File: config.mk
export PLATFORM = sky130hd
export DESIGN_NAME = rvCore
export DESIGN_NICKNAME = d
export VERILOG_FILES = /design/src/rtl/rvCorePkg.sv /design/src/rtl/decodeStage.sv /design/src/rtl/executeStage.sv /design/src/rtl/fetchUnit.sv /design/src/rtl/hazardUnit.sv /design/src/rtl/regFile.sv /design/src/rtl/resultStage.sv /design/src/rtl/rvCore.sv /design/src/rtl/stageReg.sv
export VERILOG_INCLUDE_DIRS = /design/src
export SDC_FILE = /design/constraint.sdc
export NUM_CORES = 2
export LEC_CHECK = 0
export ABC_CLOCK_PERIOD_IN_PS = 7650
export BUFFER_PORTS_ARGS = -buffer_cell sky130_fd_sc_hd__buf_2
export CAP_MARGIN = 0
export CORE_UTILIZATION = 55
export CTS_CLUSTER_SIZE = 8
export DETAILED_ROUTE_END_ITERATION = 10
export PLACE_DENSITY = 0.71
export SLEW_MARGIN = 0
export SYNTH_ARGS = -nofsm -noshare
export SYNTH_HDL_FRONTEND = slang
export SYNTH_HIERARCHICAL = 1
export SYNTH_SLANG_ARGS = --single-unit
File: constraint.sdc
create_clock -name clk -period 7.65 [get_ports clk]
set_input_delay 2.295 -clock clk [delete_from_list [all_inputs] [get_ports clk]]
set_output_delay 2.295 -clock clk [all_outputs]
set_load 0.01 [all_outputs]
File: src/rvCore_defines.svh
/*
 * rvCore global parameters
 * datapath width, reset vector and the squash instruction
 */
`ifndef RV_CORE_DEFINES_SVH
`define RV_CORE_DEFINES_SVH

// datapath and register width
`define RV_XLEN 32

// first fetch address after reset
`define RV_RESET_PC 32'h0000_0000

// addi x0, x0, 0
// loaded into the fetch register when a slot is squashed
`define RV_NOP 32'h0000_0013

`endif
File: src/rtl/rvCorePkg.sv
/*
 * rvCore shared types
 * ALU ops, decoded control, stage payloads and their idle values
 */
`include "rvCore_defines.svh"

package rvCorePkg;

	// base opcodes of the supported subset
	parameter logic [6:0] opLoad   = 7'b0000011;
	parameter logic [6:0] opOpImm  = 7'b0010011;
	parameter logic [6:0] opStore  = 7'b0100011;
	parameter logic [6:0] opOp     = 7'b0110011;
	parameter logic [6:0] opBranch = 7'b1100011;
	parameter logic [6:0] opJal    = 7'b1101111;

	typedef enum logic [2:0] {
		aluAdd = 3'd0,
		aluSub = 3'd1,
		aluOr  = 3'd2,
		aluAnd = 3'd3,
		aluSlt = 3'd4
	} aluOpT;

	// execute operand source, same encoding as the classic hazard unit
	typedef enum logic [1:0] {
		fwdReg = 2'b00,
		fwdWb  = 2'b01,
		fwdMem = 2'b10
	} fwdSelT;

	typedef struct packed {
		logic regWrite;
		logic memToReg;
		logic memWrite;
		logic aluSrc;
		logic jump;
		aluOpT aluOp;
	} ctrlT;

	// fetch -> decode
	typedef struct packed {
		logic [`RV_XLEN-1:0] instr;
		logic [`RV_XLEN-1:0] pc;
		logic [`RV_XLEN-1:0] pcPlus4;
	} fetchPayloadT;

	// decode -> execute
	typedef struct packed {
		ctrlT ctrl;
		logic [`RV_XLEN-1:0] srcA;
		logic [`RV_XLEN-1:0] srcB;
		logic [`RV_XLEN-1:0] imm;
		logic [4:0] rs1;
		logic [4:0] rs2;
		logic [4:0] rd;
		logic [`RV_XLEN-1:0] pcPlus4;
	} decPayloadT;

	// execute -> memory
	typedef struct packed {
		logic regWrite;
		logic memToReg;
		logic memWrite;
		logic [`RV_XLEN-1:0] aluResult;
		logic [`RV_XLEN-1:0] writeData;
		logic [4:0] rd;
	} exPayloadT;

	// memory -> writeback
	typedef struct packed {
		logic regWrite;
		logic memToReg;
		logic [`RV_XLEN-1:0] aluResult;
		logic [`RV_XLEN-1:0] readData;
		logic [4:0] rd;
	} wbPayloadT;

	// bubble contents per boundary
	// only the fetch slot needs a real instruction
	parameter fetchPayloadT fetchIdle = '{instr: `RV_NOP, default: '0};
	parameter decPayloadT decIdle = '0;
	parameter exPayloadT exIdle = '0;
	parameter wbPayloadT wbIdle = '0;

endpackage

File: src/rtl/decodeStage.sv
/*
 * decode stage
 * control decode, immediates, redirect targets, beq compare and register reads
 */
`timescale 1ns/100ps
`include "rvCore_defines.svh"

module decodeStage import rvCorePkg::*; (
	input  logic clk,
	input  logic [`RV_XLEN-1:0] instr,
	input  logic [`RV_XLEN-1:0] pc,
	input  logic [`RV_XLEN-1:0] pcPlus4,
	input  logic fwdBranchA,
	input  logic fwdBranchB,
	input  logic [`RV_XLEN-1:0] memAluResult,
	input  logic wbEn,
	input  logic [4:0] wbRd,
	input  logic [`RV_XLEN-1:0] wbData,
	output logic pcSrc,
	output logic jump,
	output logic [`RV_XLEN-1:0] branchTarget,
	output logic [`RV_XLEN-1:0] jumpTarget,
	output ctrlT ctrl,
	output logic [`RV_XLEN-1:0] srcA,
	output logic [`RV_XLEN-1:0] srcB,
	output logic [`RV_XLEN-1:0] imm,
	output logic [4:0] rs1,
	output logic [4:0] rs2,
	output logic [4:0] rd
);

	logic [6:0] opcode;
	logic [2:0] funct3;
	logic subBit;
	logic isBranch;
	logic usesRs1;
	logic usesRs2;
	logic [`RV_XLEN-1:0] immI;
	logic [`RV_XLEN-1:0] immS;
	logic [`RV_XLEN-1:0] immB;
	logic [`RV_XLEN-1:0] immJ;
	logic [`RV_XLEN-1:0] cmpA;
	logic [`RV_XLEN-1:0] cmpB;

	// funct3 to ALU op, sub only reachable from R-type
	function automatic aluOpT aluOpOf(input logic [2:0] f3, input logic sub);
		case (f3)
			3'b010: return aluSlt;
			3'b110: return aluOr;
			3'b111: return aluAnd;
			default: return sub ? aluSub : aluAdd;
		endcase
	endfunction

	assign opcode = instr[6:0];
	assign funct3 = instr[14:12];
	assign subBit = instr[30];

	// sign-extended immediate formats
	assign immI = {{(`RV_XLEN-12){instr[31]}}, instr[31:20]};
	assign immS = {{(`RV_XLEN-12){instr[31]}}, instr[31:25], instr[11:7]};
	assign immB = {{(`RV_XLEN-13){instr[31]}}, instr[31], instr[7], instr[30:25],
		instr[11:8], 1'b0};
	assign immJ = {{(`RV_XLEN-21){instr[31]}}, instr[31], instr[19:12], instr[20],
		instr[30:21], 1'b0};

	// anything not listed stays all zero, i.e. a bubble
	always_comb begin
		ctrl = '0;
		isBranch = 1'b0;
		usesRs1 = 1'b0;
		usesRs2 = 1'b0;
		imm = immI;
		case (opcode)
			opOp: begin
				ctrl.regWrite = 1'b1;
				ctrl.aluOp = aluOpOf(funct3, subBit);
				usesRs1 = 1'b1;
				usesRs2 = 1'b1;
			end
			opOpImm: begin
				ctrl.regWrite = 1'b1;
				ctrl.aluSrc = 1'b1;
				ctrl.aluOp = aluOpOf(funct3, 1'b0);
				usesRs1 = 1'b1;
			end
			opLoad: begin
				ctrl.regWrite = 1'b1;
				ctrl.memToReg = 1'b1;
				ctrl.aluSrc = 1'b1;
				usesRs1 = 1'b1;
			end
			opStore: begin
				ctrl.memWrite = 1'b1;
				ctrl.aluSrc = 1'b1;
				imm = immS;
				usesRs1 = 1'b1;
				usesRs2 = 1'b1;
			end
			opBranch: begin
				isBranch = 1'b1;
				imm = immB;
				usesRs1 = 1'b1;
				usesRs2 = 1'b1;
			end
			opJal: begin
				ctrl.regWrite = 1'b1;
				ctrl.jump = 1'b1;
				imm = immJ;
			end
			default: begin
			end
		endcase
	end

	// unused fields read as x0 so the hazard unit never matches
	// on immediate bits
	assign rs1 = usesRs1 ? instr[19:15] : 5'd0;
	assign rs2 = usesRs2 ? instr[24:20] : 5'd0;
	assign rd = ctrl.regWrite ? instr[11:7] : 5'd0;

	regFile regs (
		.clk(clk),
		.rs1(rs1),
		.rs2(rs2),
		.wbEn(wbEn),
		.wbRd(wbRd),
		.wbData(wbData),
		.rd1(srcA),
		.rd2(srcB)
	);

	// early compare, memory-stage ALU result is the only bypass
	// writeback is covered by the register file write-through
	assign cmpA = fwdBranchA ? memAluResult : srcA;
	assign cmpB = fwdBranchB ? memAluResult : srcB;
	assign pcSrc = isBranch && (cmpA == cmpB);
	assign jump = ctrl.jump;

	// targets idle at the sequential address when not in use
	assign branchTarget = isBranch ? pc + immB : pcPlus4;
	assign jumpTarget = ctrl.jump ? pc + immJ : pcPlus4;

endmodule

File: src/rtl/executeStage.sv
/*
 * execute stage
 * operand bypass muxes, immediate select and ALU
 */
`timescale 1ns/100ps
`include "rvCore_defines.svh"

module executeStage import rvCorePkg::*; (
	input  ctrlT ctrl,
	input  logic [`RV_XLEN-1:0] srcA,
	input  logic [`RV_XLEN-1:0] srcB,
	input  logic [`RV_XLEN-1:0] imm,
	input  logic [`RV_XLEN-1:0] pcPlus4,
	input  fwdSelT fwdA,
	input  fwdSelT fwdB,
	input  logic [`RV_XLEN-1:0] memAluResult,
	input  logic [`RV_XLEN-1:0] wbData,
	output logic [`RV_XLEN-1:0] aluResult,
	output logic [`RV_XLEN-1:0] writeData
);

	logic [`RV_XLEN-1:0] opA;
	logic [`RV_XLEN-1:0] opB;
	logic [`RV_XLEN-1:0] aluOut;

	// three-way operand source
	function automatic logic [`RV_XLEN-1:0] pickSrc(
		input fwdSelT sel,
		input logic [`RV_XLEN-1:0] regVal,
		input logic [`RV_XLEN-1:0] memVal,
		input logic [`RV_XLEN-1:0] wbVal
	);
		case (sel)
			fwdMem: return memVal;
			fwdWb: return wbVal;
			default: return regVal;
		endcase
	endfunction

	assign opA = pickSrc(fwdA, srcA, memAluResult, wbData);

	// store data is the forwarded rs2, before the immediate mux
	assign writeData = pickSrc(fwdB, srcB, memAluResult, wbData);
	assign opB = ctrl.aluSrc ? imm : writeData;

	always_comb begin
		case (ctrl.aluOp)
			aluSub: aluOut = opA - opB;
			aluOr: aluOut = opA | opB;
			aluAnd: aluOut = opA & opB;
			// signed compare
			aluSlt: aluOut = {{(`RV_XLEN-1){1'b0}}, $signed(opA) < $signed(opB)};
			default: aluOut = opA + opB;
		endcase
	end

	// jal writes its link address through the ALU result path
	assign aluResult = ctrl.jump ? pcPlus4 : aluOut;

endmodule

File: src/rtl/fetchUnit.sv
/*
 * fetch unit
 * program counter, next-PC select and sequential increment
 */
`timescale 1ns/100ps
`include "rvCore_defines.svh"

module fetchUnit (
	input  logic clk,
	input  logic rst,
	input  logic stall,
	input  logic pcSrc,
	input  logic jump,
	input  logic [`RV_XLEN-1:0] branchTarget,
	input  logic [`RV_XLEN-1:0] jumpTarget,
	output logic [`RV_XLEN-1:0] imemAddr,
	output logic [`RV_XLEN-1:0] pcPlus4
);

	logic [`RV_XLEN-1:0] pc;
	logic [`RV_XLEN-1:0] nextPc;

	assign pcPlus4 = pc + `RV_XLEN'd4;
	assign imemAddr = pc;

	// both redirects come from decode
	// beq and jal never resolve together, so 2'b11 just falls through
	always_comb begin
		case ({pcSrc, jump})
			2'b01: nextPc = jumpTarget;
			2'b10: nextPc = branchTarget;
			default: nextPc = pcPlus4;
		endcase
	end

	always_ff @(posedge clk) begin
		if (rst)
			pc <= `RV_RESET_PC;
		else if (!stall)
			pc <= nextPc;
	end

endmodule

File: src/rtl/hazardUnit.sv
/*
 * hazard unit
 * bypass selects for execute and beq, load-use and branch stalls, squashes
 */
`timescale 1ns/100ps

module hazardUnit import rvCorePkg::*; (
	input  logic [4:0] decRs1,
	input  logic [4:0] decRs2,
	input  logic decIsBranch,
	input  logic [4:0] exRs1,
	input  logic [4:0] exRs2,
	input  logic [4:0] exRd,
	input  logic exRegWrite,
	input  logic exMemToReg,
	input  logic [4:0] memRd,
	input  logic memRegWrite,
	input  logic memMemToReg,
	input  logic [4:0] wbRd,
	input  logic wbRegWrite,
	input  logic pcSrc,
	input  logic jump,
	output fwdSelT fwdA,
	output fwdSelT fwdB,
	output logic fwdBranchA,
	output logic fwdBranchB,
	output logic stallFetch,
	output logic stallDecode,
	output logic flushFetch,
	output logic flushDecode
);

	logic exHitsDec;
	logic memHitsDec;
	logic loadUse;
	logic branchStall;
	logic stall;

	// youngest producer wins
	function automatic fwdSelT pickFwd(input logic [4:0] rs);
		if (rs != 5'd0 && memRegWrite && rs == memRd)
			return fwdMem;
		else if (rs != 5'd0 && wbRegWrite && rs == wbRd)
			return fwdWb;
		else
			return fwdReg;
	endfunction

	assign fwdA = pickFwd(exRs1);
	assign fwdB = pickFwd(exRs2);

	// beq bypass from the memory stage, loads there stall instead
	assign fwdBranchA = decRs1 != 5'd0 && memRegWrite && !memMemToReg && decRs1 == memRd;
	assign fwdBranchB = decRs2 != 5'd0 && memRegWrite && !memMemToReg && decRs2 == memRd;

	// decode sources that match a later-stage destination
	assign exHitsDec = exRd != 5'd0 && (exRd == decRs1 || exRd == decRs2);
	assign memHitsDec = memRd != 5'd0 && (memRd == decRs1 || memRd == decRs2);

	assign loadUse = exMemToReg && exHitsDec;
	assign branchStall = decIsBranch && ((exRegWrite && exHitsDec) || (memMemToReg && memHitsDec));
	assign stall = loadUse || branchStall;

	// hold PC and fetch register, bubble into execute
	assign stallFetch = stall;
	assign stallDecode = stall;
	assign flushDecode = stall;

	// squash the slot fetched behind a taken redirect
	assign flushFetch = pcSrc || jump;

endmodule

File: src/rtl/regFile.sv
/*
 * integer register file
 * two async reads, one write on the rising edge, x0 reads zero
 */
`timescale 1ns/100ps
`include "rvCore_defines.svh"

module regFile (
	input  logic clk,
	input  logic [4:0] rs1,
	input  logic [4:0] rs2,
	input  logic wbEn,
	input  logic [4:0] wbRd,
	input  logic [`RV_XLEN-1:0] wbData,
	output logic [`RV_XLEN-1:0] rd1,
	output logic [`RV_XLEN-1:0] rd2
);

	logic [`RV_XLEN-1:0] regs [32];

	always_ff @(posedge clk) begin
		if (wbEn && wbRd != 5'd0)
			regs[wbRd] <= wbData;
	end

	// write-through so decode sees a value retiring this cycle
	assign rd1 = (rs1 == 5'd0) ? '0 : (wbEn && wbRd == rs1) ? wbData : regs[rs1];
	assign rd2 = (rs2 == 5'd0) ? '0 : (wbEn && wbRd == rs2) ? wbData : regs[rs2];

endmodule

File: src/rtl/resultStage.sv
/*
 * memory and writeback
 * drives the data memory port, registers results, picks the writeback value
 */
`timescale 1ns/100ps
`include "rvCore_defines.svh"

module resultStage import rvCorePkg::*; (
	input  logic clk,
	input  logic rst,
	input  logic regWrite,
	input  logic memToReg,
	input  logic memWrite,
	input  logic [`RV_XLEN-1:0] aluResult,
	input  logic [`RV_XLEN-1:0] writeData,
	input  logic [4:0] rd,
	input  logic [`RV_XLEN-1:0] dmemRdata,
	output logic [`RV_XLEN-1:0] dmemAddr,
	output logic [`RV_XLEN-1:0] dmemWdata,
	output logic dmemWe,
	output logic wbEn,
	output logic [4:0] wbRd,
	output logic [`RV_XLEN-1:0] wbData
);

	wbPayloadT wbD;
	wbPayloadT wbQ;

	// data memory reads combinationally and writes on the clock
	assign dmemAddr = aluResult;
	assign dmemWdata = writeData;
	assign dmemWe = memWrite;

	assign wbD = '{regWrite: regWrite, memToReg: memToReg, aluResult: aluResult,
		readData: dmemRdata, rd: rd};

	// nothing stalls or squashes this late
	stageReg #(
		.payloadT(wbPayloadT),
		.idleValue(wbIdle)
	) wbReg (
		.clk(clk),
		.rst(rst),
		.stall(1'b0),
		.flush(1'b0),
		.d(wbD),
		.q(wbQ)
	);

	assign wbEn = wbQ.regWrite;
	assign wbRd = wbQ.rd;
	assign wbData = wbQ.memToReg ? wbQ.readData : wbQ.aluResult;

endmodule

File: src/rtl/rvCore.sv
/*
 * rvCore top
 * five-stage RV32I subset pipeline with external instruction and data memory
 */
`timescale 1ns/100ps
`include "rvCore_defines.svh"

module rvCore import rvCorePkg::*; (
	input  logic clk,
	input  logic rst,
	input  logic [`RV_XLEN-1:0] imemData,
	input  logic [`RV_XLEN-1:0] dmemRdata,
	output logic [`RV_XLEN-1:0] imemAddr,
	output logic [`RV_XLEN-1:0] dmemAddr,
	output logic [`RV_XLEN-1:0] dmemWdata,
	output logic dmemWe
);

	fetchPayloadT fetchD;
	fetchPayloadT fetchQ;
	decPayloadT decD;
	decPayloadT decQ;
	exPayloadT exD;
	exPayloadT exQ;

	// fetch and redirect
	logic [`RV_XLEN-1:0] pcPlus4F;
	logic [`RV_XLEN-1:0] branchTarget;
	logic [`RV_XLEN-1:0] jumpTarget;
	logic pcSrc;
	logic jump;

	// decode outputs
	ctrlT ctrlD;
	logic [`RV_XLEN-1:0] srcAD;
	logic [`RV_XLEN-1:0] srcBD;
	logic [`RV_XLEN-1:0] immD;
	logic [4:0] rs1D;
	logic [4:0] rs2D;
	logic [4:0] rdD;
	logic decIsBranch;

	// hazard controls
	logic stallFetch;
	logic stallDecode;
	logic flushFetch;
	logic flushDecode;
	logic fwdBranchA;
	logic fwdBranchB;
	fwdSelT fwdA;
	fwdSelT fwdB;

	// execute and writeback
	logic [`RV_XLEN-1:0] aluResultE;
	logic [`RV_XLEN-1:0] writeDataE;
	logic wbEn;
	logic [4:0] wbRd;
	logic [`RV_XLEN-1:0] wbData;

	fetchUnit fetch (
		.clk(clk),
		.rst(rst),
		.stall(stallFetch),
		.pcSrc(pcSrc),
		.jump(jump),
		.branchTarget(branchTarget),
		.jumpTarget(jumpTarget),
		.imemAddr(imemAddr),
		.pcPlus4(pcPlus4F)
	);

	assign fetchD = '{instr: imemData, pc: imemAddr, pcPlus4: pcPlus4F};

	stageReg #(
		.payloadT(fetchPayloadT),
		.idleValue(fetchIdle)
	) fetchReg (
		.clk(clk),
		.rst(rst),
		.stall(stallDecode),
		.flush(flushFetch),
		.d(fetchD),
		.q(fetchQ)
	);

	decodeStage decode (
		.clk(clk),
		.instr(fetchQ.instr),
		.pc(fetchQ.pc),
		.pcPlus4(fetchQ.pcPlus4),
		.fwdBranchA(fwdBranchA),
		.fwdBranchB(fwdBranchB),
		.memAluResult(exQ.aluResult),
		.wbEn(wbEn),
		.wbRd(wbRd),
		.wbData(wbData),
		.pcSrc(pcSrc),
		.jump(jump),
		.branchTarget(branchTarget),
		.jumpTarget(jumpTarget),
		.ctrl(ctrlD),
		.srcA(srcAD),
		.srcB(srcBD),
		.imm(immD),
		.rs1(rs1D),
		.rs2(rs2D),
		.rd(rdD)
	);

	// opcode tap for the branch-operand stall
	assign decIsBranch = fetchQ.instr[6:0] == opBranch;

	assign decD = '{ctrl: ctrlD, srcA: srcAD, srcB: srcBD, imm: immD, rs1: rs1D,
		rs2: rs2D, rd: rdD, pcPlus4: fetchQ.pcPlus4};

	stageReg #(
		.payloadT(decPayloadT),
		.idleValue(decIdle)
	) decReg (
		.clk(clk),
		.rst(rst),
		.stall(1'b0),
		.flush(flushDecode),
		.d(decD),
		.q(decQ)
	);

	hazardUnit hazard (
		.decRs1(rs1D),
		.decRs2(rs2D),
		.decIsBranch(decIsBranch),
		.exRs1(decQ.rs1),
		.exRs2(decQ.rs2),
		.exRd(decQ.rd),
		.exRegWrite(decQ.ctrl.regWrite),
		.exMemToReg(decQ.ctrl.memToReg),
		.memRd(exQ.rd),
		.memRegWrite(exQ.regWrite),
		.memMemToReg(exQ.memToReg),
		.wbRd(wbRd),
		.wbRegWrite(wbEn),
		.pcSrc(pcSrc),
		.jump(jump),
		.fwdA(fwdA),
		.fwdB(fwdB),
		.fwdBranchA(fwdBranchA),
		.fwdBranchB(fwdBranchB),
		.stallFetch(stallFetch),
		.stallDecode(stallDecode),
		.flushFetch(flushFetch),
		.flushDecode(flushDecode)
	);

	executeStage execute (
		.ctrl(decQ.ctrl),
		.srcA(decQ.srcA),
		.srcB(decQ.srcB),
		.imm(decQ.imm),
		.pcPlus4(decQ.pcPlus4),
		.fwdA(fwdA),
		.fwdB(fwdB),
		.memAluResult(exQ.aluResult),
		.wbData(wbData),
		.aluResult(aluResultE),
		.writeData(writeDataE)
	);

	assign exD = '{regWrite: decQ.ctrl.regWrite, memToReg: decQ.ctrl.memToReg,
		memWrite: decQ.ctrl.memWrite, aluResult: aluResultE, writeData: writeDataE,
		rd: decQ.rd};

	stageReg #(
		.payloadT(exPayloadT),
		.idleValue(exIdle)
	) exReg (
		.clk(clk),
		.rst(rst),
		.stall(1'b0),
		.flush(1'b0),
		.d(exD),
		.q(exQ)
	);

	resultStage result (
		.clk(clk),
		.rst(rst),
		.regWrite(exQ.regWrite),
		.memToReg(exQ.memToReg),
		.memWrite(exQ.memWrite),
		.aluResult(exQ.aluResult),
		.writeData(exQ.writeData),
		.rd(exQ.rd),
		.dmemRdata(dmemRdata),
		.dmemAddr(dmemAddr),
		.dmemWdata(dmemWdata),
		.dmemWe(dmemWe),
		.wbEn(wbEn),
		.wbRd(wbRd),
		.wbData(wbData)
	);

endmodule

File: src/rtl/stageReg.sv
/*
 * pipeline stage register
 * holds on stall, drops to a bubble on reset or flush
 */
`timescale 1ns/100ps

module stageReg #(
	parameter type payloadT = logic [31:0],
	parameter payloadT idleValue = '0
) (
	input  logic clk,
	input  logic rst,
	input  logic stall,
	input  logic flush,
	input  payloadT d,
	output payloadT q
);

	// stall takes priority over flush
	always_ff @(posedge clk) begin
		if (rst)
			q <= idleValue;
		else if (stall)
			q <= q;
		else if (flush)
			q <= idleValue;
		else
			q <= d;
	end

endmodule

==> flow_summary.json <==
{
  "clock_latency_ps": 880,
  "peakVddDrop_v": 0.000189,
  "ys_seq_elements": 1446,
  "grt_overflow": 0,
  "synthFlopType": "edfxtp_1",
  "ant_nets": 0,
  "end_kind": "flop",
  "yosys.cell_count.top_type": "edfxtp_1",
  "status": "complete, no violations",
  "path_clk_slew_ps": 50,
  "rsz0062_at_grt": "false",
  "clkSinkCount": 1446,
  "numCtsBuffers": 199,
  "slew_headroom": 0.167,
  "cts_tree": "done",
  "fillers": 11300,
  "portBuffers": 162,
  "dr_total_vias": 62700,
  "crit_required_ps": 8390,
  "p_leak_nw": 26.3,
  "grt.busiest_layer": "met2",
  "crit_top_cell": "buf_4",
  "yosysUniqueCellTypes": 123,
  "worst-slew-pin-transition_ps": 1240,
  "drv_cap": 0,
  "wl_um": 293000,
  "max-clock-path-buffers": 3,
  "initial_utilization": 0.556,
  "drive_above_1_share": 0.221,
  "synth_area_leaders": "edfxtp_1 (38%), mux4_2 (12%), dfxtp_1 (10%), o22ai_2 (4.0%), nand2_1 (3.3%)",
  "drcViolationCount": 0,
  "final_cell_area_um2": 89100,
  "die_x_um": 386,
  "setup_viol": 0,
  "place.gp.congestion": 0.992,
  "critPathKind": "flop to flop",
  "crit_arrival_ps": 8310,
  "first_pass_iters": 8,
  "dieArea_um2": 149000,
  "tns_ps": 0,
  "cts-root-buf": "clkbuf_16",
  "hold_path.class": "flop to flop",
  "async_reset_ff_frac": 0,
  "synth_warnings": 6,
  "crit_path_max_incr_delay_ps": 480,
  "use_met3": 0.111,
  "grtUsageMet2": 0.560,
  "synth.cell_area_um2": 81300,
  "slew_viol_final": 0,
  "synth_edf_count": 1024,
  "cts_htree_levels": 4,
  "placed_area_um2": 83400,
  "yosys.area.top_type_share": 0.378,
  "wl_per_cell_um": 33.5,
  "antenna_found_initial": 16,
  "ioPinCount": 163,
  "grt_first_pass_wirelength_um": 415000,
  "hold_viol_final": 0,
  "rows": 140,
  "die_h_um": 386,
  "viasPerCell": 7.17,
  "yosysTopAreaCell": "edfxtp_1",
  "crit_slowest_cell": "or3_1",
  "ys_seq_area_frac": 0.482,
  "grt_pass1_vias": 59100,
  "avgSynthCellArea_um2": 12.0,
  "crit_fanout": 25,
  "core-area_um2": 146000,
  "dp_hpwl_um": 189000,
  "grt_start_max_net_pins": 155,
  "grt_use_met1": 0.521,
  "min_period_ps": 7570,
  "drt_iter0_markers": 9805,
  "power_density_nw_per_um2": 200,
  "nNetsFinal": 6988,
  "clock.fmax_mhz": 132,
  "grtUsageTotal": 0.385,
  "critical_path_buf_inv_count": 7,
  "finClkSkew_ps": 86.0,
  "synth.top_cells.by_count": "edfxtp_1 (1,024), nand2_1 (721), dfxtp_1 (422), mux4_2 (417), nand2b_1 (398)",
  "area_growth_pct": 9.63,
  "post-route-period-util": 0.990,
  "path_delay_family": "simple AND/OR/NAND/NOR gates",
  "syn-instance-count": 6759,
  "total_power_w": 0.0178,
  "holdWs_ps": 487,
  "cp-start-kind": "flop"
}
[power by group]
group	switching (W)	internal (W)	leakage, nW
Combinational	0.000820	0.000472	12.8
Clock	0.00342	0.00469	2.67
Sequential	0.0000624	0.00834	10.9
Total	0.00430	0.0135	26.3
[final cells by class]
| type | count | area, µm² | area share |
|---|---|---|---|
| diodes | 4 | 10.0 | 0.000112 |
| repair buffers | 411 | 2990 | 0.0336 |
| inverters | 196 | 736 | 0.00826 |
| flip-flops and latches | 1446 | 39200 | 0.440 |
| clock buffers | 235 | 5150 | 0.0578 |
| clock inverters | 16 | 394 | 0.00442 |
| well taps | 1917 | 2400 | 0.0269 |
| multi-input cells | 4518 | 38200 | 0.429 |
[cell usage in the layout (no fill, tap or decap), drive strengths merged, types with 146 or more instances in the layout]
master	synthesis	layout
a21oi	255	255
inv	195	197
nand2b	398	398
edfxtp	1024	1024
ha	146	146
a22oi	174	174
o21ai	225	225
clkbuf	276	235
nand2	722	722
dfxtp	422	422
mux2i	238	238
buf	361	411
nor2	273	273
o22ai	434	434
mux4	417	417
[cell families after synthesis]
logic type / after synthesis / synth area share
fa+ha+maj: 154 / 0.0240
flops: 1446 / 0.482
mux: 721 / 0.155
simple gates: 1776 / 0.107
other cells: 3 / 0.000139
compound gates: 1633 / 0.157
xor+xnor: 193 / 0.0208
buf+inv: 833 / 0.0538
[path summary, 6_finish.rpt]
check,from,to,slack [ps],cells after the start
worst min register to register,decReg/q[148]$_SDFFE_PP0N_,exReg/q[69]$_SDFFE_PP0N_,490,2
worst max register to register,fetchReg/q[69]$_SDFFE_PP0N_,fetch/imemAddr[14]$_SDFFE_PP0N_,80,26
worst min-delay path,decReg/q[148]$_SDFFE_PP0N_,exReg/q[69]$_SDFFE_PP0N_,490,2
worst max-delay path,fetchReg/q[69]$_SDFFE_PP0N_,fetch/imemAddr[14]$_SDFFE_PP0N_,80,26
[metrics by stage]
| step | instances | util | worst slack, ps |
|---|---|---|---|
| global route | 8739 | 0.610 | 92.3 |
| floorplan | 6796 | - | 1900 |
| global placement | 8481 | 0.571 | 186 |
| finish | 8743 | 0.610 | 77.4 |
| detailed placement | 8481 | 0.571 | 105 |
| CTS | 8732 | 0.609 | 33.9 |
[worst register-to-register path: cells and delay by family (launching register included)]
kind            cells  cell delay [ps]
mux                 1              350
flops               1              440
buf+inv             7             1700
compound gates      8             1890
fa+ha+maj           1              360
simple gates        9             2720
[flip-flops by register name, summed over array words and instances, names as in the netlist]
register / flops
exReg/q: 72
fetch/imemAddr: 32
decode/regs/regs: 1024
decReg/q: 151
result/wbReg/q: 71
fetchReg/q: 96
[timing repair]
item                                    CTS  global route
setup buffers                             0             6
endpoints found under the setup margin    0            32
resized for setup                         0             7
hold buffers                              0             0
[routing by layer]
| layer | up-vias | share of wire |
|---|---|---|
| met5 | - | 0.00014 |
| met4 | 6 | 0.064 |
| met3 | 1085 | 0.14 |
| met2 | 5112 | 0.42 |
| met1 | 30800 | 0.37 |
| li1 | 25700 | - |
(Power assumes the default switching activity.)
